File: src/design/dot_matrix_defs.svh
`ifndef DOT_MATRIX_DEFS_SVH
`define DOT_MATRIX_DEFS_SVH

// rows on the panel
`define DM_ROWS 8

// clk cycles spent on each row
`define DM_SCAN_DIV 4

`endif

File: src/design/dot_matrix_pkg.sv
package dot_matrix_pkg;

    // row number on the panel, row 0 is the top line
    typedef logic [2:0] row_idx_t;

    // one byte of column bits, bit 7 is the leftmost LED
    // also reused for the active-low row drive
    typedef logic [7:0] col_t;

    // fill level from the level source
    typedef logic [3:0] level_t;

    // glyph selected for a frame
    typedef enum logic [3:0] {
        GLYPH_L0    = 4'd0,
        GLYPH_L1    = 4'd1,
        GLYPH_L2    = 4'd2,
        GLYPH_L3    = 4'd3,
        GLYPH_L4    = 4'd4,
        GLYPH_L5    = 4'd5,
        GLYPH_L6    = 4'd6,
        GLYPH_L7    = 4'd7,
        GLYPH_BLANK = 4'd15  // levels 8..15
    } glyph_e;

endpackage

File: src/design/dot_matrix_panel.sv
`timescale 1ns/1ps
`include "dot_matrix_defs.svh"

module dot_matrix_panel #(
    parameter int scan_div = `DM_SCAN_DIV
) (
    input  logic       clk,
    input  logic       rst,
    input  logic       st,
    input  logic       temp,
    input  logic [3:0] num,
    output logic [7:0] row,
    output logic [7:0] colr,
    output logic [7:0] colg
);

    logic                     tick;
    logic                     load;
    logic                     frame_load;
    dot_matrix_pkg::row_idx_t row_next;

    // row pacing
    scan_tick_gen #(
        .div (scan_div)
    ) u_tick (
        .clk  (clk),
        .rst  (rst),
        .tick (tick)
    );

    row_scanner u_scan (
        .clk        (clk),
        .rst        (rst),
        .tick       (tick),
        .load       (load),
        .row_next   (row_next),
        .frame_load (frame_load),
        .row        (row)
    );

    glyph_columns u_glyph (
        .clk        (clk),
        .rst        (rst),
        .load       (load),
        .row_next   (row_next),
        .frame_load (frame_load),
        .st         (st),
        .temp       (temp),
        .num        (num),
        .colg       (colg),
        .colr       (colr)
    );

endmodule

File: src/design/glyph_columns.sv
`timescale 1ns/1ps

module glyph_columns (
    input  logic                     clk,
    input  logic                     rst,
    input  logic                     load,
    input  dot_matrix_pkg::row_idx_t row_next,
    input  logic                     frame_load,
    input  logic                     st,
    input  logic                     temp,
    input  dot_matrix_pkg::level_t   num,
    output dot_matrix_pkg::col_t     colg,
    output dot_matrix_pkg::col_t     colr
);

    dot_matrix_pkg::level_t frame_level;
    dot_matrix_pkg::level_t cur_level;
    dot_matrix_pkg::glyph_e glyph;
    dot_matrix_pkg::col_t   col_bits;

    function automatic dot_matrix_pkg::glyph_e level_to_glyph(
        input dot_matrix_pkg::level_t lvl
    );
        dot_matrix_pkg::glyph_e g;
        case (lvl)
            4'd0:    g = dot_matrix_pkg::GLYPH_L0;
            4'd1:    g = dot_matrix_pkg::GLYPH_L1;
            4'd2:    g = dot_matrix_pkg::GLYPH_L2;
            4'd3:    g = dot_matrix_pkg::GLYPH_L3;
            4'd4:    g = dot_matrix_pkg::GLYPH_L4;
            4'd5:    g = dot_matrix_pkg::GLYPH_L5;
            4'd6:    g = dot_matrix_pkg::GLYPH_L6;
            4'd7:    g = dot_matrix_pkg::GLYPH_L7;
            default: g = dot_matrix_pkg::GLYPH_BLANK;
        endcase
        return g;
    endfunction

    function automatic dot_matrix_pkg::col_t glyph_row(
        input dot_matrix_pkg::glyph_e   g,
        input dot_matrix_pkg::row_idx_t r
    );
        dot_matrix_pkg::col_t c;
        c = 8'h00;
        case (g)
            dot_matrix_pkg::GLYPH_L0:
                case (r)
                    3'd2, 3'd5: c = 8'h18;
                    3'd3, 3'd4: c = 8'h3c;
                    default:    c = 8'h00;
                endcase
            dot_matrix_pkg::GLYPH_L1:
                case (r)
                    3'd2, 3'd5: c = 8'h38;
                    3'd3, 3'd4: c = 8'h7c;
                    default:    c = 8'h00;
                endcase
            dot_matrix_pkg::GLYPH_L2:
                case (r)
                    3'd2, 3'd5: c = 8'h3c;
                    3'd3, 3'd4: c = 8'h7e;
                    default:    c = 8'h00;
                endcase
            dot_matrix_pkg::GLYPH_L3:
                case (r)
                    3'd1, 3'd6:             c = 8'h3c;
                    3'd2, 3'd3, 3'd4, 3'd5: c = 8'h7e;
                    default:                c = 8'h00;
                endcase
            dot_matrix_pkg::GLYPH_L4:
                case (r)
                    3'd0, 3'd7: c = 8'h3c;
                    3'd1, 3'd6: c = 8'h7e;
                    default:    c = 8'hff;  // rows 2..5
                endcase
            dot_matrix_pkg::GLYPH_L5:
                c = 8'hff;  // full panel
            dot_matrix_pkg::GLYPH_L6:
                case (r)
                    3'd0: c = 8'hc3;
                    3'd1: c = 8'he3;
                    3'd2: c = 8'hf1;
                    3'd3: c = 8'he3;
                    3'd4: c = 8'hc7;
                    3'd5: c = 8'he7;
                    3'd6: c = 8'hf7;
                    3'd7: c = 8'hfb;
                endcase
            dot_matrix_pkg::GLYPH_L7:
                case (r)
                    3'd0: c = 8'h00;
                    3'd1: c = 8'h01;
                    3'd2: c = 8'h81;
                    3'd3: c = 8'hc3;
                    3'd4: c = 8'h83;
                    3'd5: c = 8'hc7;
                    3'd6: c = 8'he7;
                    3'd7: c = 8'hf3;
                endcase
            default:
                c = 8'h00;
        endcase
        return c;
    endfunction

    // on the row 0 strobe the fresh sample is used directly
    assign cur_level = frame_load ? num : frame_level;

    always_comb
    begin
        glyph    = level_to_glyph(cur_level);
        col_bits = glyph_row(glyph, row_next);
    end

    always_ff @(posedge clk or posedge rst)
    begin
        if (rst)
        begin
            frame_level <= '0;
            colg        <= '0;
            colr        <= '0;
        end
        else if (!st)
        begin
            // display off, blank at once
            frame_level <= '0;
            colg        <= '0;
            colr        <= '0;
        end
        else
        begin
            if (frame_load)
                frame_level <= num;
            if (load)
            begin
                colg <= col_bits;
                colr <= temp ? col_bits : '0;  // alarm mirrors green onto red
            end
            else if (!temp)
                colr <= '0;
        end
    end

    a_red_needs_temp: assert property (
        @(posedge clk) disable iff (rst)
        !temp |=> (colr == '0)
    );

    // red only ever lights where green is lit
    a_red_within_green: assert property (
        @(posedge clk) disable iff (rst)
        (colr & ~colg) == '0
    );

endmodule

File: src/design/row_scanner.sv
`timescale 1ns/1ps
`include "dot_matrix_defs.svh"

module row_scanner (
    input  logic                    clk,
    input  logic                    rst,
    input  logic                    tick,
    output logic                    load,
    output dot_matrix_pkg::row_idx_t row_next,
    output logic                    frame_load,
    output dot_matrix_pkg::col_t    row
);

    dot_matrix_pkg::row_idx_t row_idx;
    logic                     scan_on;  // set after the first strobe

    // starts at the last row so the first strobe lands on row 0
    assign row_next = (row_idx == dot_matrix_pkg::row_idx_t'(`DM_ROWS - 1))
                      ? '0 : row_idx + dot_matrix_pkg::row_idx_t'(1);

    assign load       = tick;
    assign frame_load = tick && (row_next == '0);

    always_ff @(posedge clk or posedge rst)
    begin
        if (rst)
        begin
            row_idx <= dot_matrix_pkg::row_idx_t'(`DM_ROWS - 1);
            row     <= '1;  // no row driven
            scan_on <= 1'b0;
        end
        else if (tick)
        begin
            row_idx <= row_next;
            row     <= ~(dot_matrix_pkg::col_t'(1) << row_next);
            scan_on <= 1'b1;
        end
    end

    // once scanning, exactly one row line is pulled low
    a_row_onehot: assert property (
        @(posedge clk) disable iff (rst)
        scan_on |-> $onehot(~row)
    );

endmodule

File: src/design/scan_tick_gen.sv
`timescale 1ns/1ps
`include "dot_matrix_defs.svh"

module scan_tick_gen #(
    parameter int div = `DM_SCAN_DIV
) (
    input  logic clk,
    input  logic rst,
    output logic tick
);

    localparam int cw = (div > 1) ? $clog2(div) : 1;

    logic [cw-1:0] cnt;

    // down counter, tick is registered so it is low out of reset
    always_ff @(posedge clk or posedge rst)
    begin
        if (rst)
        begin
            cnt  <= cw'(div - 1);
            tick <= 1'b0;
        end
        else
        begin
            if (cnt == '0)
                cnt <= cw'(div - 1);  // reload
            else
                cnt <= cnt - 1'b1;
            tick <= (cnt == '0);
        end
    end

    // strobe is a single cycle pulse for any real divider
    a_tick_single: assert property (
        @(posedge clk) disable iff (rst)
        (div > 1) && tick |=> !tick
    );

endmodule

File: config.mk
export PLATFORM = sky130hd
export DESIGN_NAME = dot_matrix_panel
export DESIGN_NICKNAME = d
export VERILOG_FILES = /design/src/design/dot_matrix_pkg.sv /design/src/design/dot_matrix_panel.sv /design/src/design/glyph_columns.sv /design/src/design/row_scanner.sv /design/src/design/scan_tick_gen.sv
export VERILOG_INCLUDE_DIRS = /design/src /design/src/design
export SDC_FILE = /design/constraint.sdc
export NUM_CORES = 1
export LEC_CHECK = 0
export BUFFER_PORTS_ARGS = -buffer_cell sky130_fd_sc_hd__buf_2
export CAP_MARGIN = 20
export CORE_UTILIZATION = 56
export CTS_CLUSTER_DIAMETER = 100
export CTS_CLUSTER_SIZE = 30
export DETAILED_ROUTE_END_ITERATION = 12
export GPL_TIMING_DRIVEN = 0
export PLACE_DENSITY = 0.8
export SYNTH_ARGS = -nofsm -noshare
export SYNTH_HDL_FRONTEND = slang
export SYNTH_HIERARCHICAL = 1
export SYNTH_SLANG_ARGS = --single-unit
File: constraint.sdc
create_clock -name clk -period 3.84 [get_ports clk]
set_input_delay 0 -clock clk [delete_from_list [all_inputs] [get_ports clk]]
set_output_delay 0 -clock clk [all_outputs]
set_load 0.02 [all_outputs]
=== Word level (Yosys, flattened, before mapping) ===
Memories as Yosys holds them, arrays and structs flattened.
Cells that the tools add are included.

* Input bits: 8
* Flip-flop bits (word level): 34
* Bits in read-only memories: 120
* Memories: 3

* Shifts and indexed selects: 1
* Muxes and demuxes: 17
* Equal/unequal tests: 17
* Bitwise operators: 1
* Add/sub/neg operators: 2
* Reduce and logical (&&, ||, !) cells: 9

{| class="wikitable"
|+ Memories
! memory !! words !! width !! rd ports !! clocked after memory_dff !! wr ports !! line !! RTL
|-
| (name not given) || 8 || 7 || 1 || 0 || 0 || glyph_columns.sv:90 || <nowiki>case (r)</nowiki>
|-
| (name not given) || 8 || 5 || 1 || 0 || 0 || glyph_columns.sv:79 || <nowiki>case (r)</nowiki>
|-
| (name not given) || 8 || 3 || 1 || 0 || 0 || glyph_columns.sv:25 || <nowiki>case (lvl)</nowiki>
|}

{| class="wikitable"
|+ Operators by type and width
! operator !! count
|-
| $pmux 8 s8 || 1
|-
| $mux 8 || 6
|-
| $pmux 7 s2 || 3
|-
| $eq 4x3->1 const B || 4
|-
| $pmux 8 s2 || 1
|-
| $eq 3x3->1 const B || 5
|-
| $mux 4 || 3
|-
| $pmux 6 s2 || 1
|-
| $eq 4x2->1 const B || 2
|-
| $not 8->8 || 1
|-
| $reduce_or 2->1 || 4
|-
| $shl 1x3->8 const A || 1
|-
| $eq 3x2->1 const B || 2
|-
| $eq 4x1->1 const B || 1
|-
| $logic_not 4->1 || 1
|-
| $reduce_or 4->1 || 1
|-
| $add 3x1->3 const B || 1
|-
| $eq 3x1->1 const B || 1
|-
| $logic_not 3->1 || 1
|-
| $mux 3 || 1
|-
| $ne 3x2->1 const B || 1
|-
| $logic_not 2->1 || 1
|-
| $mux 2 || 1
|-
| $ne 2x1->1 const B || 1
|-
| 2 further kinds || 2
|}

=== Longest topological paths before layout ===
An unclocked memory read counts as a cell.

* Depth in word-level cells: 12
* Gate-level depth with buffers: 12
* Gate-level depth less buffers: 10

=== Modules after synthesis ===
The synthesis kept the hierarchy.

{| class="wikitable"
|+ By module, submodules not included
! module !! area each (um^2) !! times used !! cells each
|-
| glyph_columns || 1,387.6 || 1 || 146
|-
| row_scanner || 535.5 || 1 || 46
|-
| scan_tick_gen || 111.4 || 1 || 9
|}

=== Worst setup path before layout ===
No wires, ideal clock.

* Path type: register -> register
* Start point: register u_scan.row_idx[0]
* End point: register u_glyph.colg[4]
* Path buffers: 1
* Cell stages (with the launch flop): 11
* Data arrival time: 2,588 ps
* Path slack: 1,131 ps
* Library setup time: 121 ps
* Cells stage by stage: dfstp_2 ha_1 ha_1 nor2b_4 and2_1 buf_6 mux2i_4 nor3_2 o311a_1 a221o_1 a22o_1

* Word-level cells in the longest chain between the ends: 11
* Elaborated cells on any way between the ends: 35
* Classes of those cells: add/sub: 1; eq/ne: 14; mux: 10; reduce/logical: 7; memory: 3

{| class="wikitable"
|+ Ends and longest elaborated chain
! item !! line !! RTL
|-
| start, declared || row_scanner.sv:14 || <nowiki>dot_matrix_pkg::row_idx_t row_idx;</nowiki>
|-
| start signal, assigned || row_scanner.sv:28 || <nowiki>row_idx <= dot_matrix_pkg::row_idx_t'(`DM_ROWS - 1);</nowiki>
|-
| start signal, assigned || row_scanner.sv:34 || <nowiki>row_idx <= row_next;</nowiki>
|-
| $add 3x1->3 or $eq 3x3->1 (tied branches) || row_scanner.sv:19, row_scanner.sv:18 ||
|-
| $mux 3 * || row_scanner.sv:18 || <nowiki>assign row_next = (row_idx == dot_matrix_pkg::row_idx_t'(`DM_ROWS - 1))</nowiki>
|-
| named net row_next[2] || dot_matrix_panel.sv:20 || <nowiki>dot_matrix_pkg::row_idx_t row_next;</nowiki>
|-
| $logic_not 3->1 * || row_scanner.sv:22 || <nowiki>assign frame_load = tick && (row_next == '0);</nowiki>
|-
| $logic_and 1x1->1 * || row_scanner.sv:22 ||
|-
| named net frame_load || dot_matrix_panel.sv:19 || <nowiki>logic frame_load;</nowiki>
|-
| $mux 4 * || n/a ||
|-
| $mem_v2 8x3 || n/a ||
|-
| $mux 4 * || glyph_columns.sv:25 ||
|-
| $eq 4x3->1 (tied with other cells) || glyph_columns.sv:45 || <nowiki>case (g)</nowiki>
|-
| $pmux 8 s8 * || glyph_columns.sv:45 ||
|-
| $mux 8 * || glyph_columns.sv:134 || <nowiki>if (load)</nowiki>
|-
| $mux 8 * || glyph_columns.sv:123 || <nowiki>else if (!st)</nowiki>
|-
| end signal, assigned || glyph_columns.sv:136 || <nowiki>colg <= col_bits;</nowiki>
|-
| end, declared || glyph_columns.sv:12 || <nowiki>output dot_matrix_pkg::col_t colg,</nowiki>
|}

The timed path passes the listed nets; every way through them passes the cells marked *. The select of a mux whose other input is x is not followed.
A chain may end at the register's enable or synchronous reset.

=== Worst setup path in the final report ===
* Start point: register u_scan.row_idx[0]
* End point: register u_glyph.colg[5]

Same word-level chain as after synthesis.

==> results_dict.tcl <==
set metrics [dict create \
    final_area_um2 2360 \
    drt_wl_total_um 4330 \
    worst_pin_slew_ns 0.786 \
    slowest_delay_ns 0.60 \
    cp-start-kind "flip-flop" \
    grt_pass1_vias 1573 \
    firstDrtPassIters 4 \
    fin_setup_tns_ns 0 \
    grt_max_degree 21 \
    critPathArrivalTime_ns 3.40 \
    core_um2 3420 \
    gp_congestion 0.908 \
    drtIter0Drc 94 \
    grt_use_total 0.247 \
    post_cts_resized 0 \
    whs_ns 0.0742 \
    crit_type "flip-flop to flip-flop" \
    hp-class "primary input to asynchronous set/reset pin" \
    r2r_end "u_glyph/colg[5]" \
    grt_pass1_wl_um 7450 \
    drv_cap 0 \
    overflow 0 \
    vias 1646 \
    status "completed" \
    critPathMaxFanout 10 \
    ant_nets 0 \
    place_inst 278 \
    synth_enable_flop_cells 0 \
    fin_crit_ns 3.18 \
    drc 0 \
    maxSlewHeadroom 0.475 \
    cts_tree "done" \
    cts.reportedPaths.clkPinSlew_ns 0.10 \
    rows 21 \
    area_delta_synth_final_pct 16.1 \
    r2r_cells 11 \
    setup_viol 0 \
    rsz0062_at_grt "no" \
    cts_buffers 5 \
    port_buffers 31 \
    initial_core_util 0.596 \
    synth_flop_cell "dfrtp_1" \
    yosys_warnings 6 \
    syn_avg_cell_area_um2 10.1 \
    final_nets 262 \
    cp-end-kind "flip-flop" \
    diodes 0 \
    required_ns 4.06 \
    async_reset_ff_frac 1.00 \
    cts_root_buf "clkbuf_4" \
    drive_above_1_share 0.305 \
    finalHoldViolations 0 \
    crit_buf_inv 2 \
    cts_buffer_depth 2 \
    worst_path_dominant_cell_family "compound AO/OA/AOI/OAI gates" \
    dieArea_um2 3880 \
    p_leak_uw 0.00112 \
    yosysSeqAreaShare 0.426 \
    cp_cell_sequence "ha_1, ha_1, nor2b_4, and2_1, buf_6, buf_6, mux2i_1, o21ai_0, a22o_1, a311oi_1, o21ai_0" \
    grt_antenna_before_repair 0 \
    die_x_um 62.3 \
    period_share 0.827 \
    synth_cells 201 \
    finalMaxSlewViolations 0 \
    dp_hpwl_um 3270 \
    wl_per_cell_um 15.0 \
    fin_skew_ns 0.0139 \
    die_y_um 62.3 \
    syn_area_um2 2030 \
    r2r-start "u_scan/row_idx[0]" \
    peakVddDrop_mv 0.237 \
    r2r_slack_ns 0.66 \
    placed_cell_area_um2 2250 \
    cp_slowest_cell "dfstp_2" \
    cts.sinks 34 \
    fmax_mhz 315 \
    pin_count 32 \
    vias_per_cell 5.70 \
    clk_latency_ns 0.35 \
    p_per_area_nw_per_um2 282 \
    cts_max_level 2 \
    ys_types 57 \
    final_cells 289 \
    synth.net_count 221 \
    synth-seq-cells 34 \
]
Yosys cell counts, types with 2 or more instances:
cell,n,area share
nor2b_1,3,0.0092
inv_1,11,0.020
nand3_1,2,0.0049
and2_1,7,0.022
mux2_2,3,0.017
nor2_1,18,0.033
a21oi_1,7,0.017
nor3b_1,2,0.0074
a22o_1,9,0.039
nor3_1,3,0.0074
dfstp_2,13,0.17
nor3_2,2,0.0098
mux2i_1,5,0.025
o21ai_0,8,0.020
nand2_1,12,0.022
o21ai_1,4,0.0098
and3_1,2,0.0061
clkbuf_1,2,0.0037
nand2b_1,3,0.0092
ha_1,12,0.074
a2bb2oi_1,2,0.0086
dfrtp_1,21,0.26
nand3b_1,3,0.011
a31oi_1,5,0.015
buf_6,4,0.022
buf_4,2,0.0074
or2_2,2,0.0061
a32oi_1,3,0.013
or3_1,2,0.0061
or3b_2,2,0.0086
area by class of cell:
| type | instances | area, um2 |
|---|---|---|
| fill | 279 | 1050 |
| multi-input combinational | 145 | 1040 |
| sequential | 34 | 867 |
| timing repair buffer | 34 | 185 |
| buffer | 11 | 81.3 |
| tap | 46 | 57.6 |
| clock buffer | 7 | 55.1 |
| inverter | 11 | 41.3 |
| clock inverter | 1 | 30.0 |
cell usage in the layout, fill, tap and decap left out, types with 7 or more instances in the layout:
cell type / Yosys / routed
a21oi_1: 7 / 7
a22o_1: 9 / 9
and2_1: 7 / 7
buf_2: 1 / 32
dfrtp_1: 21 / 21
dfstp_2: 13 / 13
ha_1: 12 / 12
inv_1: 11 / 11
nand2_1: 12 / 12
nor2_1: 18 / 18
o21ai_0: 8 / 8
registers in the layout, summed over array words and instances (netlist names):
signal               count
u_glyph/colg             8
u_glyph/colr             8
u_scan/row               8
u_glyph/frame_level      4
u_scan/row_idx           3
u_tick/cnt               2
u_tick/tick              1
logic make-up (layout without fill, tap and decap cells):
family / Yosys count / count (layout) / share of synthesized area
AND/OR/NAND/NOR: 69 / 69 / 0.190
AO/OA/AOI/OAI: 54 / 54 / 0.190
flip-flops: 34 / 34 / 0.426
buffers and inverters: 22 / 64 / 0.0603
adder cells (fa/ha/maj): 12 / 12 / 0.0738
multiplexers: 10 / 10 / 0.0597
timing repair:
item / in CTS / in global routing
setup buffers: 0 / 0
endpoints found under the hold margin: 40 / 0
hold buffers: 3 / 0
per-stage QoR:
stage / utilization / power [uW] / setup slack, ns
2_1_floorplan: - / 380 / 1.13
3_3_place_gp: 0.658 / 391 / 0.762
3_5_place_dp: 0.658 / 392 / 0.682
4_1_cts: 0.692 / 674 / 0.656
5_1_grt: 0.692 / 690 / 0.381
6_report: 0.692 / 666 / 0.662
tightest hold or removal path: stages:
cell and delay (ns):
dlygate4sd3_1 0.53, buf_2 0.13, inv_1 0.10
power by group:
part / leakage (uW) / internal (uW) / switching [uW]
Sequential: 0.000425 / 360 / 0.594
Clock: 0.0000455 / 155 / 124
Combinational: 0.000647 / 8.89 / 17.6
Total: 0.00112 / 524 / 142
worst max-delay path by stage:
stage / startpoint / endpoint / cells after the start
2_1_floorplan: u_scan/row_idx[0] / u_glyph/colg[4] / 10
3_3_place_gp: u_scan/row_idx[0] / u_glyph/colg[5] / 11
3_5_place_dp: u_scan/row_idx[0] / u_glyph/colg[5] / 11
4_1_cts: u_scan/row_idx[0] / u_glyph/colg[5] / 11
5_1_grt: u_scan/row_idx[0] / u_glyph/colg[5] / 11
6_report: u_scan/row_idx[0] / u_glyph/colg[5] / 11
layer usage:
metal / vias up / part of all wire / track usage / routed length [um]
met3: 6 / 0.049 / 0.0607 / 211
li1: 804 / - / - / -
met4: 0 / 0.012 / 0.0785 / 54
met5: - / 0 / 0 / 0
met1: 786 / 0.43 / 0.291 / 1850
met2: 50 / 0.51 / 0.438 / 2210
Power figures use the tool's default switching activity.
